## config.mk

```make
export PLATFORM = sky130hd
export DESIGN_NAME = ifm_port_steer
export DESIGN_NICKNAME = d
export VERILOG_FILES = /design/src/design/ifm_buffer_pkg.sv /design/src/design/ifm_port_steer.sv
export SDC_FILE = /design/constraint.sdc
export NUM_CORES = 1
export LEC_CHECK = 0
export BUFFER_PORTS_ARGS = -buffer_cell sky130_fd_sc_hd__clkbuf_2
export CAP_MARGIN = 20
export CORE_MARGIN = 5
export CORE_UTILIZATION = 40
export DETAILED_ROUTE_END_ITERATION = 10
export MAX_ROUTING_LAYER = met4
export PLACE_DENSITY = 0.95
export SYNTH_ARGS = -nofsm -noshare
export SYNTH_HDL_FRONTEND = slang
export SYNTH_SLANG_ARGS = --single-unit
```

## constraint.sdc

```tcl
create_clock -name vclk -period 2.65
set_input_delay 0.53 -clock vclk [all_inputs]
set_output_delay 0.53 -clock vclk [all_outputs]
set_load 0.03 [all_outputs]
```

## src/design/ifm_buffer_pkg.sv

```systemverilog
package ifm_buffer_pkg;

    localparam int DEFAULT_DATA_WIDTH = 32;
    localparam int DEFAULT_IFM_SIZE = 14;
    localparam int DEFAULT_NUMBER_OF_IFM = 16;
    localparam int DEFAULT_NUMBER_OF_UNITS = 3;

    // number of bank groups; the last one may be only partly filled.
    function automatic int group_count(input int number_of_ifm, input int number_of_units);
        return (number_of_ifm + number_of_units - 1) / number_of_units;
    endfunction

    function automatic int sel_width(input int number_of_ifm, input int number_of_units);
        int groups;
        groups = group_count(number_of_ifm, number_of_units);
        if (groups > 1)
            return $clog2(groups);
        return 1;
    endfunction

    // one map holds ifm_size squared words.
    function automatic int addr_width(input int ifm_size);
        int depth;
        depth = ifm_size * ifm_size;
        if (depth > 1)
            return $clog2(depth);
        return 1;
    endfunction

endpackage

```

## src/design/ifm_port_steer.sv

```systemverilog
module ifm_port_steer #(
    parameter int NUMBER_OF_IFM = ifm_buffer_pkg::DEFAULT_NUMBER_OF_IFM,
    parameter int NUMBER_OF_UNITS = ifm_buffer_pkg::DEFAULT_NUMBER_OF_UNITS,
    parameter int IFM_SIZE = ifm_buffer_pkg::DEFAULT_IFM_SIZE,
    localparam int GROUPS = ifm_buffer_pkg::group_count(NUMBER_OF_IFM, NUMBER_OF_UNITS),
    localparam int SEL_WIDTH = ifm_buffer_pkg::sel_width(NUMBER_OF_IFM, NUMBER_OF_UNITS),
    localparam int ADDR_WIDTH = ifm_buffer_pkg::addr_width(IFM_SIZE)
)
(
    input  logic                  clk,
    input  logic                  arst_n,
    input  logic [SEL_WIDTH-1:0]  ifm_sel,
    input  logic                  ifm_enable_write_previous,
    input  logic                  ifm_enable_read_previous,
    input  logic [ADDR_WIDTH-1:0] ifm_address_write_previous,
    input  logic [ADDR_WIDTH-1:0] ifm_address_read_previous,
    input  logic                  ifm_enable_read_a_next,
    input  logic                  ifm_enable_read_b_next,
    input  logic [ADDR_WIDTH-1:0] ifm_address_read_a_next,
    input  logic [ADDR_WIDTH-1:0] ifm_address_read_b_next,
    output logic [GROUPS-1:0]     grp_wr_en,
    output logic [GROUPS-1:0]     grp_rd_en_a,
    output logic [GROUPS-1:0]     grp_rd_en_b,
    output logic [ADDR_WIDTH-1:0] grp_addr_a [GROUPS],
    output logic [ADDR_WIDTH-1:0] grp_addr_b [GROUPS]
);

    logic [SEL_WIDTH-1:0] next_sel;
    logic                 any_en;

    // the next layer works on the group filled before the current one.
    assign next_sel = (ifm_sel == '0) ? SEL_WIDTH'(GROUPS - 1) : ifm_sel - 1'b1;

    for (genvar g = 0; g < GROUPS; g++)
    begin : g_group
        logic prev_hit;
        logic next_hit;

        assign prev_hit = (ifm_sel == SEL_WIDTH'(g));
        assign next_hit = (next_sel == SEL_WIDTH'(g));

        assign grp_wr_en[g] = prev_hit & ifm_enable_write_previous;
        assign grp_rd_en_a[g] = next_hit & ifm_enable_read_a_next;
        assign grp_rd_en_b[g] = (prev_hit & ifm_enable_read_previous)
                              | (next_hit & ifm_enable_read_b_next);

        // the previous layer owns both ports of its own group.
        assign grp_addr_a[g] = prev_hit ? ifm_address_write_previous : ifm_address_read_a_next;
        assign grp_addr_b[g] = prev_hit ? ifm_address_read_previous : ifm_address_read_b_next;
    end

    assign any_en = ifm_enable_write_previous | ifm_enable_read_previous
                  | ifm_enable_read_a_next | ifm_enable_read_b_next;

    a_sel_in_range : assert property (
        @(posedge clk) disable iff (!arst_n)
        any_en |-> (ifm_sel < GROUPS)
    )
    else
        $error("ifm_sel %0d selects no bank group", ifm_sel);

endmodule

```

# ---- After elaboration in Yosys (flattened, before gate mapping)
# Index checks and enable logic that the tools add are counted.
dict set report op_classes {
  n_addsub 1
  eq_ne 10
  muxes 13
  n_bitwise 30
  reduce_logical 2
}
# operator n
set op_table {}
lappend op_table {{two-way mux 8 bit} 12}
lappend op_table {{AND 1 bit} 24}
lappend op_table {{equality test 3 x 2 -> 1 bit (second input constant)} 4}
lappend op_table {{equality test 3 bit (second input constant)} 4}
lappend op_table {{equality test 3 x 1 -> 1 bit (second input constant)} 2}
lappend op_table {{zero test 3 bit} 2}
lappend op_table {{bitwise OR 1 bit} 6}
lappend op_table {{two-way mux 3 bit} 1}
lappend op_table {{subtractor 3 x 1 -> 3 bit (second input constant)} 1}
dict set report totals {
  reg_bits 0
  input_bits 41
  out_inout_bits 114
  word_cells 56
}

# ---- Logic depth before layout (Yosys ltp)
# Gate-level depths: netlist (run 1).
dict set report logic_depth {
  ltp_word 5
  depth_mapped 5
  ltp_nobuf 2
}

# ---- Worst setup path after synthesis (run 1)
# No wires, ideal clock.
dict set report synth_timing {
  path_kind {input port to output port}
  from {in ifm_sel[1]}
  to {out grp_rd_en_b[2]}
  arrival_ps 1712
  t_required_ps 2120
  setup_slack_ps 408
  stages 3
  n_path_buf 2
  path_cell_list {buf_6 > clkbuf_1 > nor3b_1}
}
dict set report synth_between {
  elab_chain_cells 5
  word_cells_on_any_way 8
  cone_classes {add/sub (1); eq/ne (2); mux (1); bitwise (3); reduce/logical (1)}
}
# item line
set synth_lines {}
lappend synth_lines {{from (decl)} ifm_port_steer.sv:12} ;# input logic [SEL_WIDTH-1:0] ifm_sel,
lappend synth_lines {{subtractor 3 x 1 -> 3 bit or zero test 3 bit (tied branches)} ifm_port_steer.sv:32} ;# assign next_sel = (ifm_sel == '0) ? SEL_WIDTH'(GROUPS - 1) : ifm_sel - 1'b1;
lappend synth_lines {{two-way mux 3 bit} ifm_port_steer.sv:32}
lappend synth_lines {{equality test 3 x 2 -> 1 bit} ifm_port_steer.sv:40} ;# assign next_hit = (next_sel == SEL_WIDTH'(g));
lappend synth_lines {{AND 1 bit} ifm_port_steer.sv:45} ;# | (next_hit & ifm_enable_read_b_next);
lappend synth_lines {{bitwise OR 1 bit *} ifm_port_steer.sv:45}
lappend synth_lines {{to (decl)} ifm_port_steer.sv:23} ;# output logic [GROUPS-1:0] grp_rd_en_b,
# Every way passes the cells marked *; elsewhere a longest branch is shown, timed or not.

==> results.md, run 1 <==
Power:
- IR analysis of the VDD net gives a maximum drop of 0.166 mV.
- Power spread over the standard cell area amounts to 261 mW/mm^2.
- For this design the static power due to leakage is 1.23 nW.
- The completed layout was analyzed and its total power is 606 uW.

Layout:
- The layout-stage area growth over the synthesis result is 52.6%.
- Once layout is done, the placed cells without fillers occupy 0.00232 sq mm.
- The final layout contains 342 nets.
- In the finished layout, the clock tree contains a buffer count of 0.
- There are 0 flip-flops and latches.
- The ratio of cells with drive above 1 in the final layout is 0.873.
- The area of the multi-input gates is 0.00140 sq mm.
- The post-layout instance count excluding filler cells is 347.
- The sequential cells in the finished layout cover a total of 0 sq um.
- The filler cells instantiated in the layout total 322.
- The number of antenna diodes in the final layout is 0.

Route:
- The total via count in the routed design is 1,764.
- Dividing the detail-routed via count by the number of cells gives 5.08.
- The first routing iteration left 46 violations.
- The DRC violation count after routing is 0.
- The total detailed-routing wirelength is 5.36 mm.
- The average wire length per cell after detail routing is 15.4 microns.
- The final antenna-violating net count is 0.
- For this run, the detailed router's first-pass iteration total came to 2.

Global route:
- The number of antenna violations at the first check in global routing is 0.
- For met3 alone, demand over resource in global routing was 0.0224.
- The via count of the first global-routing pass was 1,721.
- In the global route stage, met1 resource usage came out at 0.217.
- met2 is the most crowded layer.
- Global routing finished with a remaining overflow of 0.
- The pin count of the biggest net entering global routing is 19.
- The overall global routing resource usage is 0.197.
- The met2 usage is 0.390.
- The first global-routing pass estimated 8.34 mm of wire.

Synthesis:
- The count of warnings emitted by yosys is 0.
- The sequential cell area fraction in the yosys report is 0.
- The cell area that synthesis handed to floorplanning was 0.00152 sq mm.
- After technology mapping, the gate count stands at 148.
- After synthesis, the netlist uses 26 different library cells.
- The proportion of netlist area held by the largest area contributor is 0.599.
- The net count after synthesis is 189.
- By area the synthesized netlist is led by sky130_fd_sc_hd__mux2_2 60%, sky130_fd_sc_hd__mux2_4 9.9%, sky130_fd_sc_hd__buf_6 4.4%, sky130_fd_sc_hd__mux2_1 3.7%, sky130_fd_sc_hd__nand3b_4 2.6%.
- The largest total area in the synthesized netlist belongs to sky130_fd_sc_hd__mux2_2.
- The mean area per synthesized cell is 10.3 sq um.

Critical path:
- The largest fanout on the critical path is 18.
- The classification of the worst setup path is input port to output port.
- The worst endpoint required time is 2120 ps.
- Traced cell by cell, the critical path runs through clkbuf_2, buf_4, nand3b_4, mux2_2, clkbuf_2.
- The family of cells with the greatest summed delay on the critical path is buffers and inverters.
- For this design, the slowest cell found on the critical path is sky130_fd_sc_hd__mux2_2.
- The arrival time at the worst endpoint is 1850 ps.
- The peak per-stage delay on the critical path is 380 ps.
- The kind of end point of the critical path is an output port.
- The worst setup path is launched from an input port.
- Among the stages of the critical path, the cell type that occurs most often is sky130_fd_sc_hd__clkbuf_2.
- The number of buffer and inverter instances along the worst setup path is 3.

Floorplanning:
- In this run the vertical extent of the chip is 71.7 microns.
- The die is 71.7 microns wide.
- The floorplan row count is 22.
- The initial core utilization is 0.413.
- The number of top-level design ports is 155.
- The area enclosed by the die boundary is 0.00514 sq mm.
- The core region is 0.00369 sq mm.

Worst hold path:
- The classification of the worst-slack hold path is input port to output port.

Clocking:
- Post-CTS timing repair inserted 0 buffers for setup.
- The number of gates resized after CTS was 0.
- The number of buffers inserted by hold repair at cts is 0.

Place:
- At the end of routability-driven placement, the weighted congestion stood at 0.821.
- Once detailed placement completed, the half-perimeter wirelength came to 4.40 mm.
- Buffers placed on the I/O ports in this run total 153.
- At the placement stage, the worst setup path has a slack of 256 ps.
- After detailed placement, the design holds a cell count of 347.
- Summing all placed instances gives a cell area of 0.00232 sq mm.

Flow run:
- The total of max-cap violations is 0.

Timing:
- The headroom to the max-slew limit is 0.781.
- The total count of max-transition violations in the final report was 0.
- For the pin with the worst max-slew slack, the measured transition is 328 ps.
- Static timing analysis puts the maximum clock frequency at 420 MHz.
- The post-layout worst setup margin is 271 ps.
- The number of setup violations in the final report is 0.
- In the finished design, the share of the clock period the worst path needs comes to 0.898.
- The hold violation count in the final report is 0.
- Setup total negative slack on the finished layout was measured at 0 ps.
- The final critical path time including I/O delays and setup is 2380 ps.
- Setup repair after global routing left no endpoint under its margin.

Run status:
- The flow ran to the end, and the final reports show no timing, DRC or antenna violations.
worst min-delay path, cell delays in order:
cell and delay (ps):
sky130_fd_sc_hd__clkbuf_2 100, sky130_fd_sc_hd__inv_1 50, sky130_fd_sc_hd__nor2_1 40, sky130_fd_sc_hd__clkbuf_2 170
cell usage after synthesis (all sizes together):
cell and n:
nor2 8, a21oi 1, nand3b 4, nand4b 1
nand2b 4, clkbuf 2, nand2 2, or4b 1
buf 11, o211ai 1, xor2 1, o2bb2ai 1
nor3b 5, inv 3, mux2 96, nor3 4
and2 2, mux2i 1
logic make-up after synthesis:
group	Yosys count	synth area share
buffers and inverters	16	0.0813
AO/OA/AOI/OAI	3	0.0140
AND/OR/NAND/NOR	31	0.158
multiplexers	97	0.741
XOR/XNOR	1	0.00575
final cells by class:
class	count	area share
Inverter	3	0.00485
Multi-Input combinational cell	132	0.604
Tap cell	48	0.0258
Timing Repair Buffer	164	0.365
power by group:
group / total (mW) / switching (mW) / internal, mW
Sequential: 0 / 0 / 0
Combinational: 0.606 / 0.393 / 0.213
Clock: 0 / 0 / 0
final timing paths:
check / from / end / slack, ps / depth (start not counted)
min: ifm_enable_write_previous / grp_wr_en[5] / 1420 / 4
max: ifm_sel[2] / grp_addr_b[1] / 270 / 5
routing by layer:
layer / up-vias / part of all wire
met3: 2 / 0.080
met2: 80 / 0.55
met1: 813 / 0.37
met4: 0 / 0.0026
met5: - / 0
li1: 869 / -
cell usage in the layout, fill, tap and decap left out:
cell type	synthesis	layout
sky130_fd_sc_hd__and2_1	2	2
sky130_fd_sc_hd__nor3b_4	2	2
sky130_fd_sc_hd__nand2b_1	4	4
sky130_fd_sc_hd__xor2_1	1	1
sky130_fd_sc_hd__mux2_1	5	5
sky130_fd_sc_hd__nor2_1	8	8
sky130_fd_sc_hd__nor3b_1	3	2
sky130_fd_sc_hd__mux2_4	10	10
sky130_fd_sc_hd__nand3b_1	2	2
sky130_fd_sc_hd__nor3_1	3	3
sky130_fd_sc_hd__nor3b_2	0	1
sky130_fd_sc_hd__mux2i_1	1	1
sky130_fd_sc_hd__mux2_2	81	81
sky130_fd_sc_hd__inv_1	3	3
sky130_fd_sc_hd__nand4b_1	1	1
sky130_fd_sc_hd__a21oi_1	1	1
sky130_fd_sc_hd__nor3_4	1	1
sky130_fd_sc_hd__clkbuf_2	0	153
sky130_fd_sc_hd__o2bb2ai_1	1	1
sky130_fd_sc_hd__nand3b_4	2	2
sky130_fd_sc_hd__buf_4	1	11
sky130_fd_sc_hd__or4b_1	1	1
sky130_fd_sc_hd__nand2_1	2	2
sky130_fd_sc_hd__o211ai_1	1	1
per-stage QoR:
stage | utilization | hold WS, ps
CTS | 0.630 | 1420
detailed placement | 0.630 | 1420
floorplan | - | 1210
global route | 0.630 | 1450
global placement | 0.630 | 1410
finish | 0.630 | 1420
Note: power is estimated with default switching activity, not from simulation.
==> run 2: changes to the inputs <==
ABC_AREA = 1   (was unset)
==> run 2 against run 1 <==
Against the previous run:
- sequential share of layout area is the same
- routed wire length grew 1.0%
- combinational power is essentially flat
- critical path depth grew 1
- synthesized cell count grew 83%
- via count grew 26%
- cell area shrank 10%
- area after synthesis shrank 4.7%
- critical endpoint unchanged
- non-clock buffer count shrank 10
- flip-flop and latch count is the same
- first-iteration DRC count grew to 2.5 times the previous value
==> results.md, run 2 <==
Run status:
- The run finished with clean final reports.

Synthesis:
- The count of warnings emitted by yosys is 0 (unchanged).
- The net count after synthesis came to 312 (+65%).
- By area the synthesized netlist is led by sky130_fd_sc_hd__nand2_1 26%, sky130_fd_sc_hd__o21ai_1 17%, sky130_fd_sc_hd__o21ai_2 15%, sky130_fd_sc_hd__o21ai_0 9.7%, sky130_fd_sc_hd__buf_6 8.5%.
- The number of different library cells in the post-synthesis netlist is 18 (-31%).
- The most area-hungry cell type in the Yosys netlist is sky130_fd_sc_hd__nand2_1.
- The proportion of netlist area held by the largest area contributor is 0.261 (-0.338).
- The instance count of the mapped netlist came to 271 (+83%).
- The mapped cell area is 0.00145 sq mm (-4.7%).
- By count the netlist is led by 101 x sky130_fd_sc_hd__nand2_1, 48 x sky130_fd_sc_hd__o21ai_1, 28 x sky130_fd_sc_hd__o21ai_0.
- The mean area per synthesized cell is 5.36 sq um (-48%).
- Among all cell types in the netlist, the one instantiated most often is sky130_fd_sc_hd__nand2_1.
- The sequential cell area fraction in the yosys report came to 0 (unchanged).

Route:
- The detail-routed via count per cell was 4.93 (-3.0%).
- The DRC violation count after routing was 0 (unchanged).
- The total detailed-routing wirelength came to 5.41 mm (+1.0%).
- The total via count in the routed design was 2,229 (+26%).
- The number of detailed-routing iterations run before antenna repair came to 4 (+2).
- The average wire length per cell after detail routing is 12.0 microns (-22%).
- The DRC marker count from the first detailed-route iteration came to 117 (+150%).
- The final antenna-violating net count is 0 (unchanged).

Global route:
- The pin count of the biggest net entering global routing is 37 (+18).
- The first-pass GRT wire length is 8.54 mm (+2.4%).
- The total grt overflow is 0 (unchanged).
- The number of antenna violations at the first check in global routing is 0 (unchanged).
- The overall global routing resource usage is 0.200 (+0.00313).
- The via count of the first global-routing pass was 1,904 (+11%).

Floorplanning:
- The area enclosed by the die boundary was 0.00493 sq mm (-4.0%).
- The initial core utilization is 0.425 (+0.0121).
- The horizontal extent of the die came to 70.2 microns (-2.0%).
- The floorplan die height is 70.2 microns (-2.0%).
- The number of top-level design ports is 155 (unchanged).
- The floorplan row count is 21 (-4.5%).
- The core area was 0.00342 sq mm (-7.4%).

Clocking:
- The number of buffers inserted by hold repair at cts is 0 (unchanged).
- The number of post-CTS setup repair buffers is 0 (unchanged).
- The count of instances resized after the clock tree is built is 0 (unchanged).

Timing:
- The total count of max-transition violations in the final report is 0 (unchanged).
- The hold violation count in the final report is 0 (unchanged).
- The headroom to the max-slew limit is 0.686 (-0.0950).
- The worst hold slack is 1470 ps (+45.9 ps).
- The sum of negative setup slack is 0 ps (unchanged).
- The final critical path time including I/O delays and setup came to 2320 ps (-60.7 ps).
- Setup repair after global routing left no endpoint under its margin.
- The slew at the pin closest to its max-slew limit came to 470 ps (+142 ps).
- The share of the cycle needed by the critical path after routing was 0.875 (-0.0229).
- The maximum clock rate was 431 MHz (+2.6%).
- The number of setup violations in the final report is 0 (unchanged).

Critical path:
- The classification of the worst setup path is input port to output port.
- The arrival time at the worst endpoint is 1790 ps (-60 ps).
- The worst setup path is captured at an output port.
- The peak per-stage delay on the critical path came to 310 ps (-70 ps).
- The signal on the critical path passes through clkbuf_2, inv_2, nand3_4, buf_4, o21ai_2, clkbuf_2.
- The slowest stage of the critical path is the sky130_fd_sc_hd__buf_4 cell.
- The largest fanout on the critical path was 27 (+9).
- The worst setup path is launched from an input port.
- The worst endpoint required time is 2120 ps (about the same).
- The most used cell along the critical path is sky130_fd_sc_hd__clkbuf_2.

Layout:
- The number of nets in the layout is 449 (+31%).
- The number of inserted diodes is 0 (unchanged).
- The most common library cell in the layout ignoring fill and taps is sky130_fd_sc_hd__clkbuf_2.
- The area of the multi-input gates is 0.00116 sq mm (-17%).
- The total of fill cells in the finished design came to 338 (+5.0%).
- The final instance area is 0.00209 sq mm (-10%).
- The ratio of cells with drive above 1 in the final layout is 0.468 (-0.405).
- The number of sequential storage elements was 0 (unchanged).
- The final-layout clock buffer total is 0 (unchanged).
- The register area was 0 sq um (unchanged).
- In the layout the commonest cells are 153 x sky130_fd_sc_hd__clkbuf_2, 101 x sky130_fd_sc_hd__nand2_1, 48 x sky130_fd_sc_hd__o21ai_1.
- Relative to the synthesized area, the layout overhead comes to 43.9%.
- The post-layout instance count excluding filler cells came to 452 (+30%).

Place:
- The placed wire-length estimate after detailed placement is 4.14 mm (-6.0%).
- The routability-driven placement congestion ratio is 0.891 (+8.6%).
- The total cell area at the placement stage came to 0.00209 sq mm (-10%).
- The count of buffers inserted at the top-level ports is 153 (unchanged).
- The cell count after placement was 452 (+30%).

Power:
- The cell leakage power came to 1.36 nW (+11%).
- The overall power is 608 uW (+0.37%).
- The power per cell area is 291 mW/mm^2 (+12%).
- The worst-case vdd ir drop is 0.170 mV (+2.4%).

Worst hold path:
- The start point of the worst hold path is ifm_enable_read_previous.
- In this run the worst hold path is classified as input port to output port.
- The hold-critical path endpoint is grp_rd_en_b[5].
- The worst hold path cell count came to 4 (unchanged).

Flow run:
- The total of max-cap violations is 0 (unchanged).
## run 2: cell count changes in the layout (fill, tap and decap cells not counted), sizes merged, moves of 5 or more
cell,change
nand2,+103
mux2,-96
nor2,+6
buf,-10
nor3b,-5
nand3,+7
inv,+21
o21ai,+101
## run 2: logic make-up (layout without fill, tap and decap cells)
group           after synthesis  after routing  synth area share
buf+inv                      43            178             0.197
compound gates              101            101             0.413
simple gates                127            127             0.390
## run 2: worst max-delay path: cells and delay by family
kind / cells / cell delay [ps]
AND/OR/NAND/NOR: 1 / 300
AO/OA/AOI/OAI: 1 / 110
buffers and inverters: 4 / 840
## run 2: worst max-delay path by stage
stage | startpoint | end | cells after the start
3_5_place_dp | ifm_sel[1] | grp_addr_b[2] | 6
3_3_place_gp | ifm_sel[1] | grp_addr_b[0] | 6
6_report | ifm_sel[1] | grp_addr_b[1] | 6
5_1_grt | ifm_sel[0] | grp_addr_a[24] | 5
2_1_floorplan | ifm_sel[0] | grp_addr_a[42] | 5
4_1_cts | ifm_sel[1] | grp_addr_b[2] | 6
## run 2: through the flow
step	setup slack [ps]	util
6_report	332	0.611
4_1_cts	326	0.611
2_1_floorplan	332	-
5_1_grt	218	0.611
3_3_place_gp	351	0.611
3_5_place_dp	329	0.611
## run 2: metal layers
metal  global-route usage  vias to the layer above  wire length [microns]
li1                     -                     1168                      -
met1                0.233                      971                   2260
met2                0.384                       90                   2730
met3               0.0201                        0                    419
met4              0.00851                        0                      0
met5                    -                        -                      0
## run 2: where the power goes
| part | internal [mW] | switching (mW) | total, mW |
|---|---|---|---|
| logic | 0.159 | 0.450 | 0.608 |
| registers | 0 | 0 | 0 |
| clock network | 0 | 0 | 0 |
| total | 0.159 | 0.450 | 0.608 |
## run 2: cell type report
| type | count | area share |
|---|---|---|
| Tap cell | 46 | 0.0276 |
| Timing Repair Buffer | 154 | 0.370 |
| Multi-Input combinational cell | 228 | 0.558 |
| Inverter | 24 | 0.0443 |
