--- src/design/ifm_buffer_pkg.sv ---
package ifm_buffer_pkg;

    localparam int DEFAULT_DATA_WIDTH = 32;
    localparam int DEFAULT_IFM_SIZE = 14;
    localparam int DEFAULT_NUMBER_OF_IFM = 16;
    localparam int DEFAULT_NUMBER_OF_UNITS = 3;

    // number of bank groups; the last one may be only partly filled.
    function automatic int group_count(input int number_of_ifm, input int number_of_units);
        return (number_of_ifm + number_of_units - 1) / number_of_units;
    endfunction

    function automatic int sel_width(input int number_of_ifm, input int number_of_units);
        int groups;
        groups = group_count(number_of_ifm, number_of_units);
        if (groups > 1)
            return $clog2(groups);
        return 1;
    endfunction

    // one map holds ifm_size squared words.
    function automatic int addr_width(input int ifm_size);
        int depth;
        depth = ifm_size * ifm_size;
        if (depth > 1)
            return $clog2(depth);
        return 1;
    endfunction

endpackage

--- src/design/ifm_read_mux.sv ---
module ifm_read_mux #(
    parameter int DATA_WIDTH = ifm_buffer_pkg::DEFAULT_DATA_WIDTH,
    parameter int NUMBER_OF_IFM = ifm_buffer_pkg::DEFAULT_NUMBER_OF_IFM,
    parameter int NUMBER_OF_UNITS = ifm_buffer_pkg::DEFAULT_NUMBER_OF_UNITS,
    localparam int GROUPS = ifm_buffer_pkg::group_count(NUMBER_OF_IFM, NUMBER_OF_UNITS),
    localparam int SEL_WIDTH = ifm_buffer_pkg::sel_width(NUMBER_OF_IFM, NUMBER_OF_UNITS)
)
(
    input  logic                  clk,
    input  logic                  arst_n,
    input  logic [SEL_WIDTH-1:0]  ifm_sel,
    input  logic                  ifm_enable_read_previous,
    input  logic                  ifm_enable_read_a_next,
    input  logic                  ifm_enable_read_b_next,
    input  logic [DATA_WIDTH-1:0] grp_rd_data_a [GROUPS][NUMBER_OF_UNITS],
    input  logic [DATA_WIDTH-1:0] grp_rd_data_b [GROUPS][NUMBER_OF_UNITS],
    output logic [DATA_WIDTH-1:0] data_out_for_previous [NUMBER_OF_UNITS],
    output logic [DATA_WIDTH-1:0] data_out_a_for_next [NUMBER_OF_UNITS],
    output logic [DATA_WIDTH-1:0] data_out_b_for_next [NUMBER_OF_UNITS]
);

    logic [SEL_WIDTH-1:0] sel_prev_q;
    logic [SEL_WIDTH-1:0] sel_next_a_q;
    logic [SEL_WIDTH-1:0] sel_next_b_q;
    logic [SEL_WIDTH-1:0] grp_next_a;
    logic [SEL_WIDTH-1:0] grp_next_b;
    logic                  prev_fresh_q;
    logic                  next_b_fresh_q;
    logic [DATA_WIDTH-1:0] prev_hold_q [NUMBER_OF_UNITS];
    logic [DATA_WIDTH-1:0] next_b_hold_q [NUMBER_OF_UNITS];
    logic [DATA_WIDTH-1:0] prev_routed [NUMBER_OF_UNITS];
    logic [DATA_WIDTH-1:0] next_b_routed [NUMBER_OF_UNITS];

    // each port remembers the select that was live when its read was issued,
    // so the data routing follows the ram output register and not ifm_sel.
    always_ff @(posedge clk or negedge arst_n)
    begin
        if (!arst_n)
        begin
            sel_prev_q <= '0;
            sel_next_a_q <= '0;
            sel_next_b_q <= '0;
        end
        else
        begin
            if (ifm_enable_read_previous)
                sel_prev_q <= ifm_sel;
            if (ifm_enable_read_a_next)
                sel_next_a_q <= ifm_sel;
            if (ifm_enable_read_b_next)
                sel_next_b_q <= ifm_sel;
        end
    end

    // port b of a group serves both layers, so each b-side output keeps its last
    // word and shows the ram register only in the cycle after its own read.
    always_ff @(posedge clk or negedge arst_n)
    begin
        if (!arst_n)
        begin
            prev_fresh_q <= 1'b0;
            next_b_fresh_q <= 1'b0;
            for (int u = 0; u < NUMBER_OF_UNITS; u++)
            begin
                prev_hold_q[u] <= '0;
                next_b_hold_q[u] <= '0;
            end
        end
        else
        begin
            prev_fresh_q <= ifm_enable_read_previous;
            next_b_fresh_q <= ifm_enable_read_b_next;
            for (int u = 0; u < NUMBER_OF_UNITS; u++)
            begin
                prev_hold_q[u] <= data_out_for_previous[u];
                next_b_hold_q[u] <= data_out_b_for_next[u];
            end
        end
    end

    assign grp_next_a = (sel_next_a_q == '0) ? SEL_WIDTH'(GROUPS - 1) : sel_next_a_q - 1'b1;
    assign grp_next_b = (sel_next_b_q == '0) ? SEL_WIDTH'(GROUPS - 1) : sel_next_b_q - 1'b1;

    always_comb
    begin
        for (int u = 0; u < NUMBER_OF_UNITS; u++)
        begin
            prev_routed[u] = '0;
            data_out_a_for_next[u] = '0;
            next_b_routed[u] = '0;
        end
        for (int g = 0; g < GROUPS; g++)
        begin
            for (int u = 0; u < NUMBER_OF_UNITS; u++)
            begin
                if (sel_prev_q == SEL_WIDTH'(g))
                    prev_routed[u] = grp_rd_data_b[g][u];
                if (grp_next_a == SEL_WIDTH'(g))
                    data_out_a_for_next[u] = grp_rd_data_a[g][u];
                if (grp_next_b == SEL_WIDTH'(g))
                    next_b_routed[u] = grp_rd_data_b[g][u];
            end
        end
        for (int u = 0; u < NUMBER_OF_UNITS; u++)
        begin
            data_out_for_previous[u] = prev_fresh_q ? prev_routed[u] : prev_hold_q[u];
            data_out_b_for_next[u] = next_b_fresh_q ? next_b_routed[u] : next_b_hold_q[u];
        end
    end

endmodule

--- config.mk ---
export PLATFORM = sky130hd
export DESIGN_NAME = ifm_read_mux
export DESIGN_NICKNAME = d
export VERILOG_FILES = /design/src/design/ifm_buffer_pkg.sv /design/src/design/ifm_read_mux.sv
export SDC_FILE = /design/constraint.sdc
export NUM_CORES = 1
export LEC_CHECK = 0
export ABC_AREA = 0
export CAP_MARGIN = 15
export CORE_AREA = 2 2 556 558
export CTS_CLUSTER_SIZE = 12
export DETAILED_ROUTE_END_ITERATION = 16
export DIE_AREA = 0 0 558 560
export DONT_BUFFER_PORTS = 1
export PLACE_DENSITY_LB_ADDON = 0.15
export SLEW_MARGIN = 40
export SYNTH_ARGS = -nofsm -noshare
export SYNTH_HDL_FRONTEND = slang
export SYNTH_SLANG_ARGS = --single-unit
--- constraint.sdc ---
create_clock -name clk -period 2.7 [get_ports clk]
set_clock_uncertainty 0.1 [all_clocks]
set_input_delay 0.54 -clock clk [delete_from_list [all_inputs] [get_ports clk]]
set_output_delay 0.54 -clock clk [all_outputs]
set_load 0.1 [all_outputs]
======== Word-level counts from Yosys, hierarchy flattened ========
Cells that the tools add are included.
storage, ports and cells
  bits in latches ......................... 0
  logic and storage cells ................. 95
  input bits .............................. 1,160
  register bits after elaboration ......... 203
  memory bits (read-only) ................. 0
  memories ................................ 0
  memory bits (writable) .................. 0
  output and inout bits ................... 288
cells by class
  mux-type cells .......................... 62
  eq/ne operators ......................... 15
  $add $sub $neg .......................... 2
  $lt $le $gt $ge ......................... 0
  multiply operators ...................... 0
  reduce and logical (&&, ||, !) cells .... 5
  bitwise gates (word level) .............. 0
  shift-type cells ........................ 0
  div/mod/pow operators ................... 0
operators with widths
  kind                 number
  $mux 32              60
  $eq 3x2->1 const B   6
  $eq 3x3->1 const B   6
  $logic_not 3->1      5
  $eq 3x1->1 const B   3
  $mux 3               2
  $sub 3x1->3 const B  2

======== Logic depth before layout (Yosys ltp) ========
Gate-level depths: netlist (run 1).
  depth in word-level cells ............... 10
  depth in mapped cells ................... 10
  mapped depth without buffers ............ 7

======== Least setup slack after synthesis (run 1) ========
OpenSTA, ideal clock, no wires.
  kind .................................... register to output
  start ................................... reg sel_next_a_q[0]
  end ..................................... out data_out_a_for_next[11] in the netlist's numbering
  arrival time ............................ 3.544 ns
  cell stages (with the launch flop) ...... 9
  path buffers ............................ 2
  required time ........................... 2.060 ns
  setup slack ............................. -1.484 ns
  path through ............................ dfrtp_1 inv_1 ha_1 ha_1 nor4b_4 buf_2 buf_2 a21oi_1 a31oi_1
RTL lines
  what                    RTL line            source
  from (decl)             ifm_read_mux.sv:23  logic [SEL_WIDTH-1:0] sel_next_a_q;
  from (signal assigned)  ifm_read_mux.sv:49  sel_next_a_q <= ifm_sel;
  to (decl)               ifm_read_mux.sv:18  output logic [DATA_WIDTH-1:0] data_out_a_for_next [NUMBER_OF_UNITS],

==> results of run 1 <==
## per-stage QoR
stage | total power [mW] | setup slack (ns) | std cells
after floorplan | 19.3 | -0.314 | 2976
after global placement | 27.9 | -0.799 | 7350
after detailed placement | 27.8 | -0.740 | 7350
after CTS | 35.6 | -1.20 | 7552
after global routing | 37.8 | -1.16 | 7729
final | 36.6 | -1.02 | 7763
## critical path, stage by stage, from the launching register on
cell and delay (ns):
sky130_fd_sc_hd__dfrtp_1 0.37, sky130_fd_sc_hd__inv_2 0.07, sky130_fd_sc_hd__ha_4 0.16, sky130_fd_sc_hd__ha_4 0.17, sky130_fd_sc_hd__nor3_4 0.19, sky130_fd_sc_hd__buf_12 0.14
sky130_fd_sc_hd__buf_8 0.12, sky130_fd_sc_hd__nand2_8 0.19, sky130_fd_sc_hd__clkbuf_16 0.27, sky130_fd_sc_hd__o221a_4 0.25, sky130_fd_sc_hd__a211o_4 0.47
## power by group through the flow
stage	clock (mW)	combinational, mW	sequential, mW
after global routing	6.17	27.7	3.95
after CTS	6.17	25.6	3.89
after global placement	0	24.0	3.93
after detailed placement	0	23.9	3.92
final	5.80	26.9	3.89
after floorplan	0	15.4	3.85
## per-layer routing
layer | GRT usage | wire (um)
met5 | 0 | 392
met4 | 0.0743 | 13700
met1 | 0.184 | 107000
met2 | 0.307 | 147000
met3 | 0.0755 | 31500
## cells in the mapped netlist, types with 12 or more instances
cell                       instances
sky130_fd_sc_hd__nand3_1          92
sky130_fd_sc_hd__nand4b_1         97
sky130_fd_sc_hd__o22a_1           16
sky130_fd_sc_hd__o221a_2         176
sky130_fd_sc_hd__o211ai_1         96
sky130_fd_sc_hd__mux4_2           16
sky130_fd_sc_hd__o21a_1           80
sky130_fd_sc_hd__a21boi_0         45
sky130_fd_sc_hd__mux2_2           83
sky130_fd_sc_hd__a311o_1          50
sky130_fd_sc_hd__mux2i_1         112
sky130_fd_sc_hd__nand2_1         153
sky130_fd_sc_hd__o221ai_1         80
sky130_fd_sc_hd__buf_6            12
sky130_fd_sc_hd__inv_1           152
sky130_fd_sc_hd__buf_1            29
sky130_fd_sc_hd__a22oi_1          80
sky130_fd_sc_hd__a21oi_1         364
sky130_fd_sc_hd__o21ai_0         260
sky130_fd_sc_hd__a31oi_1          46
sky130_fd_sc_hd__clkbuf_1        275
sky130_fd_sc_hd__buf_2            67
sky130_fd_sc_hd__dfrtp_1         203
sky130_fd_sc_hd__nand2b_1         54
sky130_fd_sc_hd__nor2_1           48
sky130_fd_sc_hd__a211o_1          96
sky130_fd_sc_hd__a221o_1          50
sky130_fd_sc_hd__nor2b_1         115
## flip-flops by register name (all words and copies together), names as in the netlist
name,cells
next_b_hold_q,96
prev_hold_q,96
sel_next_a_q,3
sel_next_b_q,3
sel_prev_q,3
next_b_fresh_q,1
prev_fresh_q,1
## worst max-delay path by stage
stage               startpoint                       to  slack, ns
2_1_floorplan  sel_next_a_q[0]  data_out_a_for_next[11]      -0.31
3_3_place_gp   sel_next_b_q[1]  data_out_b_for_next[28]      -0.80
3_5_place_dp   sel_next_b_q[1]  data_out_b_for_next[28]      -0.74
4_1_cts        sel_next_b_q[1]  data_out_b_for_next[28]      -1.20
5_1_grt        sel_next_b_q[1]  data_out_b_for_next[28]      -1.16
6_report       sel_next_b_q[1]  data_out_b_for_next[55]      -1.02
## repair_timing
action                                  4_1_cts  5_1_grt
setup buffers                                88      110
gates resized for setup                     246      509
endpoints found under the setup margin      346      303
hold endpoints to repair                    221      203
cloned                                       33       43
pin swaps                                   159      350
## cell families (layout without fill, tap and decap cells)
logic type / after synthesis / count (layout) / share of synthesized area
flip-flops: 203 / 203 / 0.216
other: 0 / 96 / 0
buffers and inverters: 544 / 1113 / 0.0975
multiplexers: 211 / 211 / 0.103
AND/OR/NAND/NOR: 563 / 565 / 0.135
adder cells (fa/ha/maj): 8 / 8 / 0.00427
AO/OA/AOI/OAI: 1447 / 1447 / 0.444
## layout make-up
type                       instances  share of cell area
inverter                         153              0.0126
timing repair buffer             890               0.287
clock buffer                      58              0.0253
tap                             4120               0.110
multi-input combinational       2231               0.448
sequential                       203               0.108
clock inverter                    12             0.00402
antenna                           96             0.00511
==> flow_metrics.env, run 1 <==
export IMPL_pwr_density_cell_nw_per_um2=777
export IMPL_clock_root_buffer="sky130_fd_sc_hd__clkbuf_16"
export IMPL_relative_slew_margins=0.424
export IMPL_first_global_vias=31040
export IMPL_via_density_per_instance=3.96
export IMPL_timing_hold_worst_class="primary input to asynchronous set/reset pin"
export IMPL_critical_path_endpoint_type="primary output"
export IMPL_worstReg2RegEnd="next_b_hold_q[5]"
export IMPL_worst_ep_required_time_ns=2.06
export IMPL_dpl_instance_area_sq_um=38700
export IMPL_core_rowCount=204
export IMPL_place_gp_congestion=0.941
export IMPL_synth_cell_area_sq_um=23500
export IMPL_failed_checks="hold timing, setup timing"
export IMPL_tritoncts="built"
export IMPL_path_max_fanout=7
export IMPL_area_of_the_die_sq_um=312000
export IMPL_numPortBuffers=0
export IMPL_r2r_cells=10
export IMPL_die_y_um=560
export IMPL_dr_total_vias=30740
export IMPL_critPathKind="flop to primary output"
export IMPL_clkSinkCount=203
export IMPL_synth_top_cells_by_area="sky130_fd_sc_hd__dfrtp_1 22%, sky130_fd_sc_hd__o221a_2 8.4%, sky130_fd_sc_hd__a21oi_1 7.8%, sky130_fd_sc_hd__o21ai_0 5.5%, sky130_fd_sc_hd__mux2i_1 4.8%"
export IMPL_max_freq_ghz=0.269
export IMPL_clockBufferDepth=3
export IMPL_die_w_um=558
export IMPL_worst_ep_arrival_time_ns=3.08
export IMPL_pwr_share_clk=0.159
export IMPL_post_route_worst_setup_slack_ns=-1.02
export IMPL_num_io_pins=1448
export IMPL_net_switching_power_mw=19.6
export IMPL_max_vdd_ir_drop_mv=0.504
export IMPL_max_cap_viol_count=0
export IMPL_layout_area_seq_sq_um=5100
export IMPL_ys_warnings_count=0
export IMPL_grt_first_pass_wirelength_um=361000
export IMPL_final_critical_period_ns=3.72
export IMPL_hpwlAfterDp_um=232000
export IMPL_detail_route_wl_per_cell_um=38.5
export IMPL_layout_cell_area_non_filler_sq_um=47000
export IMPL_yosys_area_top_type="sky130_fd_sc_hd__dfrtp_1"
export IMPL_wirelength_um=299000
export IMPL_flow_area_growth_from_synthesis_pct=100
export IMPL_num_fill_cells=34593
export IMPL_internal_power_mw=17.0
export IMPL_drc_errors=0
export IMPL_floorplan_core_area_sq_um=307000
export IMPL_first_iter_violations=2079
export IMPL_share_comb_of_total_power=0.735
export IMPL_global_route_usage_total=0.176
export IMPL_reg2reg_from="sel_next_b_q[1]"
export IMPL_share_of_final_layout_standard_cells_stronger_than_drive_strength_1=0.503
export IMPL_post_route_util=0.153
export IMPL_grt_setup_unrepaired="yes"
export IMPL_grt_overflow_total=0
export IMPL_regToRegSetupSlack_ns=0.02
export IMPL_yosys_register_bits=203
export IMPL_timing_max_transition_violations_final=0
export IMPL_setup_viol=288
export IMPL_grt_antenna_before_repair=140
export IMPL_p_leak_nw=17.1
export IMPL_async_flop_share=1.00
export IMPL_hold_buffers=14
export IMPL_cts_reportedPaths_clkPinSlew_ns=0.05
export IMPL_post_synth_cell_area_avg_sq_um=7.89
export IMPL_whs_ns=-0.526
export IMPL_post_synthesis_sequential_area_ratio=0.216
export IMPL_worst_setup_path_start_kind="flop"
export IMPL_cts_inserted_buffers=41
export IMPL_commonest_cells_after_routing_fill_and_taps_aside="379 x sky130_fd_sc_hd__buf_12, 301 x sky130_fd_sc_hd__buf_4, 281 x sky130_fd_sc_hd__a21oi_1, 224 x sky130_fd_sc_hd__o21ai_0, 196 x sky130_fd_sc_hd__dfrtp_1"
export IMPL_synth_fp_nets=4144
export IMPL_synth_top_area_frac=0.216
export IMPL_multi_input_area_sq_um=21100
export IMPL_grt_start_max_net_pins=204
export IMPL_initial_core_util=0.0764
export IMPL_drt_antenna_violating_nets=0
export IMPL_postSynthCellCount=2976
export IMPL_timing_worst_slew_pin_value_ns=0.864
export IMPL_edff_count_synth=0
export IMPL_final_common_cell="sky130_fd_sc_hd__buf_12"
export IMPL_drtPass1Iterations=6
export IMPL_setup_tns_ns=-242.69
export IMPL_power_share_sequential=0.106
export IMPL_postSynth_topFlopCell="sky130_fd_sc_hd__dfrtp_1"
export IMPL_hold_viol_final=203
export IMPL_power_switching_fraction=0.536
export IMPL_synth_cell_types=41
export IMPL_clock_latency_ns=0.67
export IMPL_clock_tree_htree_level_count=2
export IMPL_final_min_period_over_clock_period=1.38
export IMPL_run_status="finished with violations"
export IMPL_final_nets=4688
(Power assumes the default switching activity.)
==> inputs of run 2 (changes only) <==
- GPL_TIMING_DRIVEN: default -> 0
- REMOVE_ABC_BUFFERS: default -> 1
- SLEW_MARGIN: 40 -> 20
==> run 2 against run 1 <==
- worst hold slack lost 0.047 ns
- count of clock-buffer cells in the layout shrank 11
- the flow still finishes with violations (hold timing, setup timing)
- worst setup slack lost 0.67 ns
- register-to-register slack lost 0.07 ns
- fmax shrank 15%
- die area is the same
- non-clock buffer count shrank 202
- power shrank 6.1%
- global-route usage grew 1.2 points
- cell count shrank 2.6%
- critical path type unchanged
- largest power group unchanged
- sequential power is essentially flat
- via count grew 4.1%
==> flow_metrics.env, run 2 (synthesized netlist as in run 1, its figures left out) <==
export IMPL_run_status="finished with violations"
export IMPL_failed_checks="hold timing, setup timing"
export IMPL_place_gp_congestion=0.922
export IMPL_num_io_pins=1448
export IMPL_r2r_cells=11
export IMPL_share_of_final_layout_standard_cells_stronger_than_drive_strength_1=0.468
export IMPL_via_density_per_instance=4.23
export IMPL_hpwlAfterDp_um=205000
export IMPL_critPathKind="flop to primary output"
export IMPL_critical_path_endpoint_type="primary output"
export IMPL_grt_overflow_total=0
export IMPL_clock_latency_ns=0.69
export IMPL_path_max_fanout=7
export IMPL_timing_max_transition_violations_final=0
export IMPL_flow_area_growth_from_synthesis_pct=91.7
export IMPL_pwr_density_cell_nw_per_um2=763
export IMPL_placedCellCount=6823
export IMPL_area_of_the_die_sq_um=312000
export IMPL_first_iter_violations=3046
export IMPL_worst_setup_path_start_kind="flop"
export IMPL_worstReg2RegEnd="next_b_hold_q[44]"
export IMPL_clock_tree_htree_level_count=1
export IMPL_commonest_cells_after_routing_fill_and_taps_aside="310 x sky130_fd_sc_hd__a21oi_1, 221 x sky130_fd_sc_hd__buf_4, 208 x sky130_fd_sc_hd__o21ai_0, 196 x sky130_fd_sc_hd__dfrtp_1, 151 x sky130_fd_sc_hd__nand2_1"
export IMPL_post_route_worst_setup_slack_ns=-1.69
export IMPL_drtPass1Iterations=6
export IMPL_clock_root_buffer="sky130_fd_sc_hd__clkbuf_16"
export IMPL_grt_setup_unrepaired="yes"
export IMPL_timing_hold_worst_class="primary input to asynchronous set/reset pin"
export IMPL_floorplan_core_area_sq_um=307000
export IMPL_worst_ep_required_time_ns=2.06
export IMPL_dr_total_vias=32012
export IMPL_drc_errors=0
export IMPL_max_vdd_ir_drop_mv=0.599
export IMPL_p_leak_nw=16.1
export IMPL_report_power_total_mw=34.3
export IMPL_setup_viol=309
export IMPL_numPortBuffers=0
export IMPL_core_rowCount=204
export IMPL_worst_ep_arrival_time_ns=3.75
export IMPL_grt_antenna_before_repair=154
export IMPL_final_cells=7563
export IMPL_max_cap_viol_count=0
export IMPL_grt_first_pass_wirelength_um=382000
export IMPL_final_common_cell="sky130_fd_sc_hd__a21oi_1"
export IMPL_cts_reportedPaths_clkPinSlew_ns=0.07
export IMPL_final_min_period_over_clock_period=1.63
export IMPL_die_w_um=558
export IMPL_cts_inserted_buffers=31
export IMPL_clkSinkCount=203
export IMPL_grt_start_max_net_pins=204
export IMPL_wirelength_um=317000
export IMPL_dp_slack_ns=-2.67
export IMPL_die_y_um=560
export IMPL_reg2reg_from="sel_next_b_q[0]"
export IMPL_relative_slew_margins=0.220
export IMPL_global_route_usage_total=0.189
export IMPL_biggestRegsByFlops="next_b_hold_q: 96 flops, prev_hold_q: 96 flops"
export IMPL_hold_buffers=7
export IMPL_detail_route_wl_per_cell_um=41.9
export IMPL_hold_viol_final=203
export IMPL_first_global_vias=31455
export IMPL_timing_worst_slew_pin_value_ns=1.17
export IMPL_regToRegSetupSlack_ns=-0.05
export IMPL_initial_core_util=0.0764
export IMPL_max_freq_ghz=0.228
export IMPL_final_nets=4483
export IMPL_tritoncts="built"
export IMPL_whs_ns=-0.573
export IMPL_drt_antenna_violating_nets=0
export IMPL_num_fill_cells=34634
export IMPL_final_critical_period_ns=4.39
export IMPL_clockBufferDepth=3
-- run 2: cell count changes in the layout (fill, tap and decap cells not counted), moves of 30 or more --
cell / previous run / this run
sky130_fd_sc_hd__buf_16: 39 / 121
sky130_fd_sc_hd__buf_12: 379 / 119
sky130_fd_sc_hd__buf_4: 301 / 221
sky130_fd_sc_hd__bufbuf_16: 0 / 37
sky130_fd_sc_hd__buf_6: 81 / 122
sky130_fd_sc_hd__clkbuf_16: 82 / 52
sky130_fd_sc_hd__o221a_2: 85 / 44
sky130_fd_sc_hd__o221a_4: 91 / 132
-- run 2: routing by layer --
| metal | track usage | routed length (um) | part of all wire |
|---|---|---|---|
| met1 | 0.190 | 107000 | 0.34 |
| met3 | 0.0853 | 37500 | 0.12 |
| met2 | 0.321 | 151000 | 0.48 |
| met4 | 0.107 | 20500 | 0.065 |
| met5 | 0 | 589 | 0.0019 |
-- run 2: power breakdown --
group / leakage (nW) / internal, mW / switching [mW]
clock: 0.498 / 2.36 / 2.15
sequential: 2.45 / 3.70 / 0.211
combinational: 13.1 / 8.05 / 17.8
-- run 2: what timing repair did --
action | CTS | global route
resized for setup | 889 | 427
pin swaps | 305 | 306
endpoints found under the hold margin | 214 | 203
endpoints found under the setup margin | 480 | 381
gates cloned | 111 | 22
buffers inserted | 341 | 152
-- run 2: how the worst max path moves through the flow --
stage	from	to	slack [ns]	depth (start not counted)
2_1_floorplan	sel_prev_q[0]	data_out_for_previous[0]	-7.13	2
3_5_place_dp	sel_next_a_q[0]	data_out_a_for_next[60]	-2.67	13
6_report	sel_next_a_q[2]	data_out_a_for_next[90]	-1.69	15
5_1_grt	sel_next_a_q[2]	data_out_a_for_next[34]	-1.81	13
4_1_cts	sel_next_a_q[2]	data_out_a_for_next[57]	-1.74	13
3_3_place_gp	sel_prev_q[0]	data_out_for_previous[21]	-25.08	4
-- run 2: layout make-up --
type                    instances  area (sq um)  area share
well taps                    4120          5150       0.115
flip-flops and latches        203          5100       0.113
clock inverters                10          75.1     0.00167
inverters                     153           604      0.0134
clock buffers                  47           926      0.0206
repair buffers                688         11100       0.247
multi-input cells            2235         21700       0.482
repair inverters                3          48.8     0.00108
diodes                        104           260     0.00578
-- run 2: metrics by stage --
step | setup TNS [ns] | util | instance area, sq um
after floorplan | -2824.25 | - | 21800
after global placement | -8523.60 | 0.0876 | 26900
after detailed placement | -687.85 | 0.0989 | 30400
after CTS | -360.04 | 0.137 | 42100
after global routing | -359.25 | 0.146 | 44900
final | -318.34 | 0.147 | 45000
-- run 2: worst max-delay path, stage by stage (launching register included) --
cell and delay, ns:
sky130_fd_sc_hd__dfrtp_1 0.38, sky130_fd_sc_hd__clkinvlp_4 0.19, sky130_fd_sc_hd__ha_4 0.30, sky130_fd_sc_hd__buf_6 0.11, sky130_fd_sc_hd__nor4b_4 0.12, sky130_fd_sc_hd__buf_6 0.14, sky130_fd_sc_hd__buf_12 0.12, sky130_fd_sc_hd__buf_12 0.12
sky130_fd_sc_hd__buf_12 0.13, sky130_fd_sc_hd__buf_12 0.13, sky130_fd_sc_hd__buf_12 0.14, sky130_fd_sc_hd__buf_12 0.15, sky130_fd_sc_hd__buf_4 0.13, sky130_fd_sc_hd__a21oi_1 0.43, sky130_fd_sc_hd__a31oi_4 0.18, sky130_fd_sc_hd__buf_12 0.22
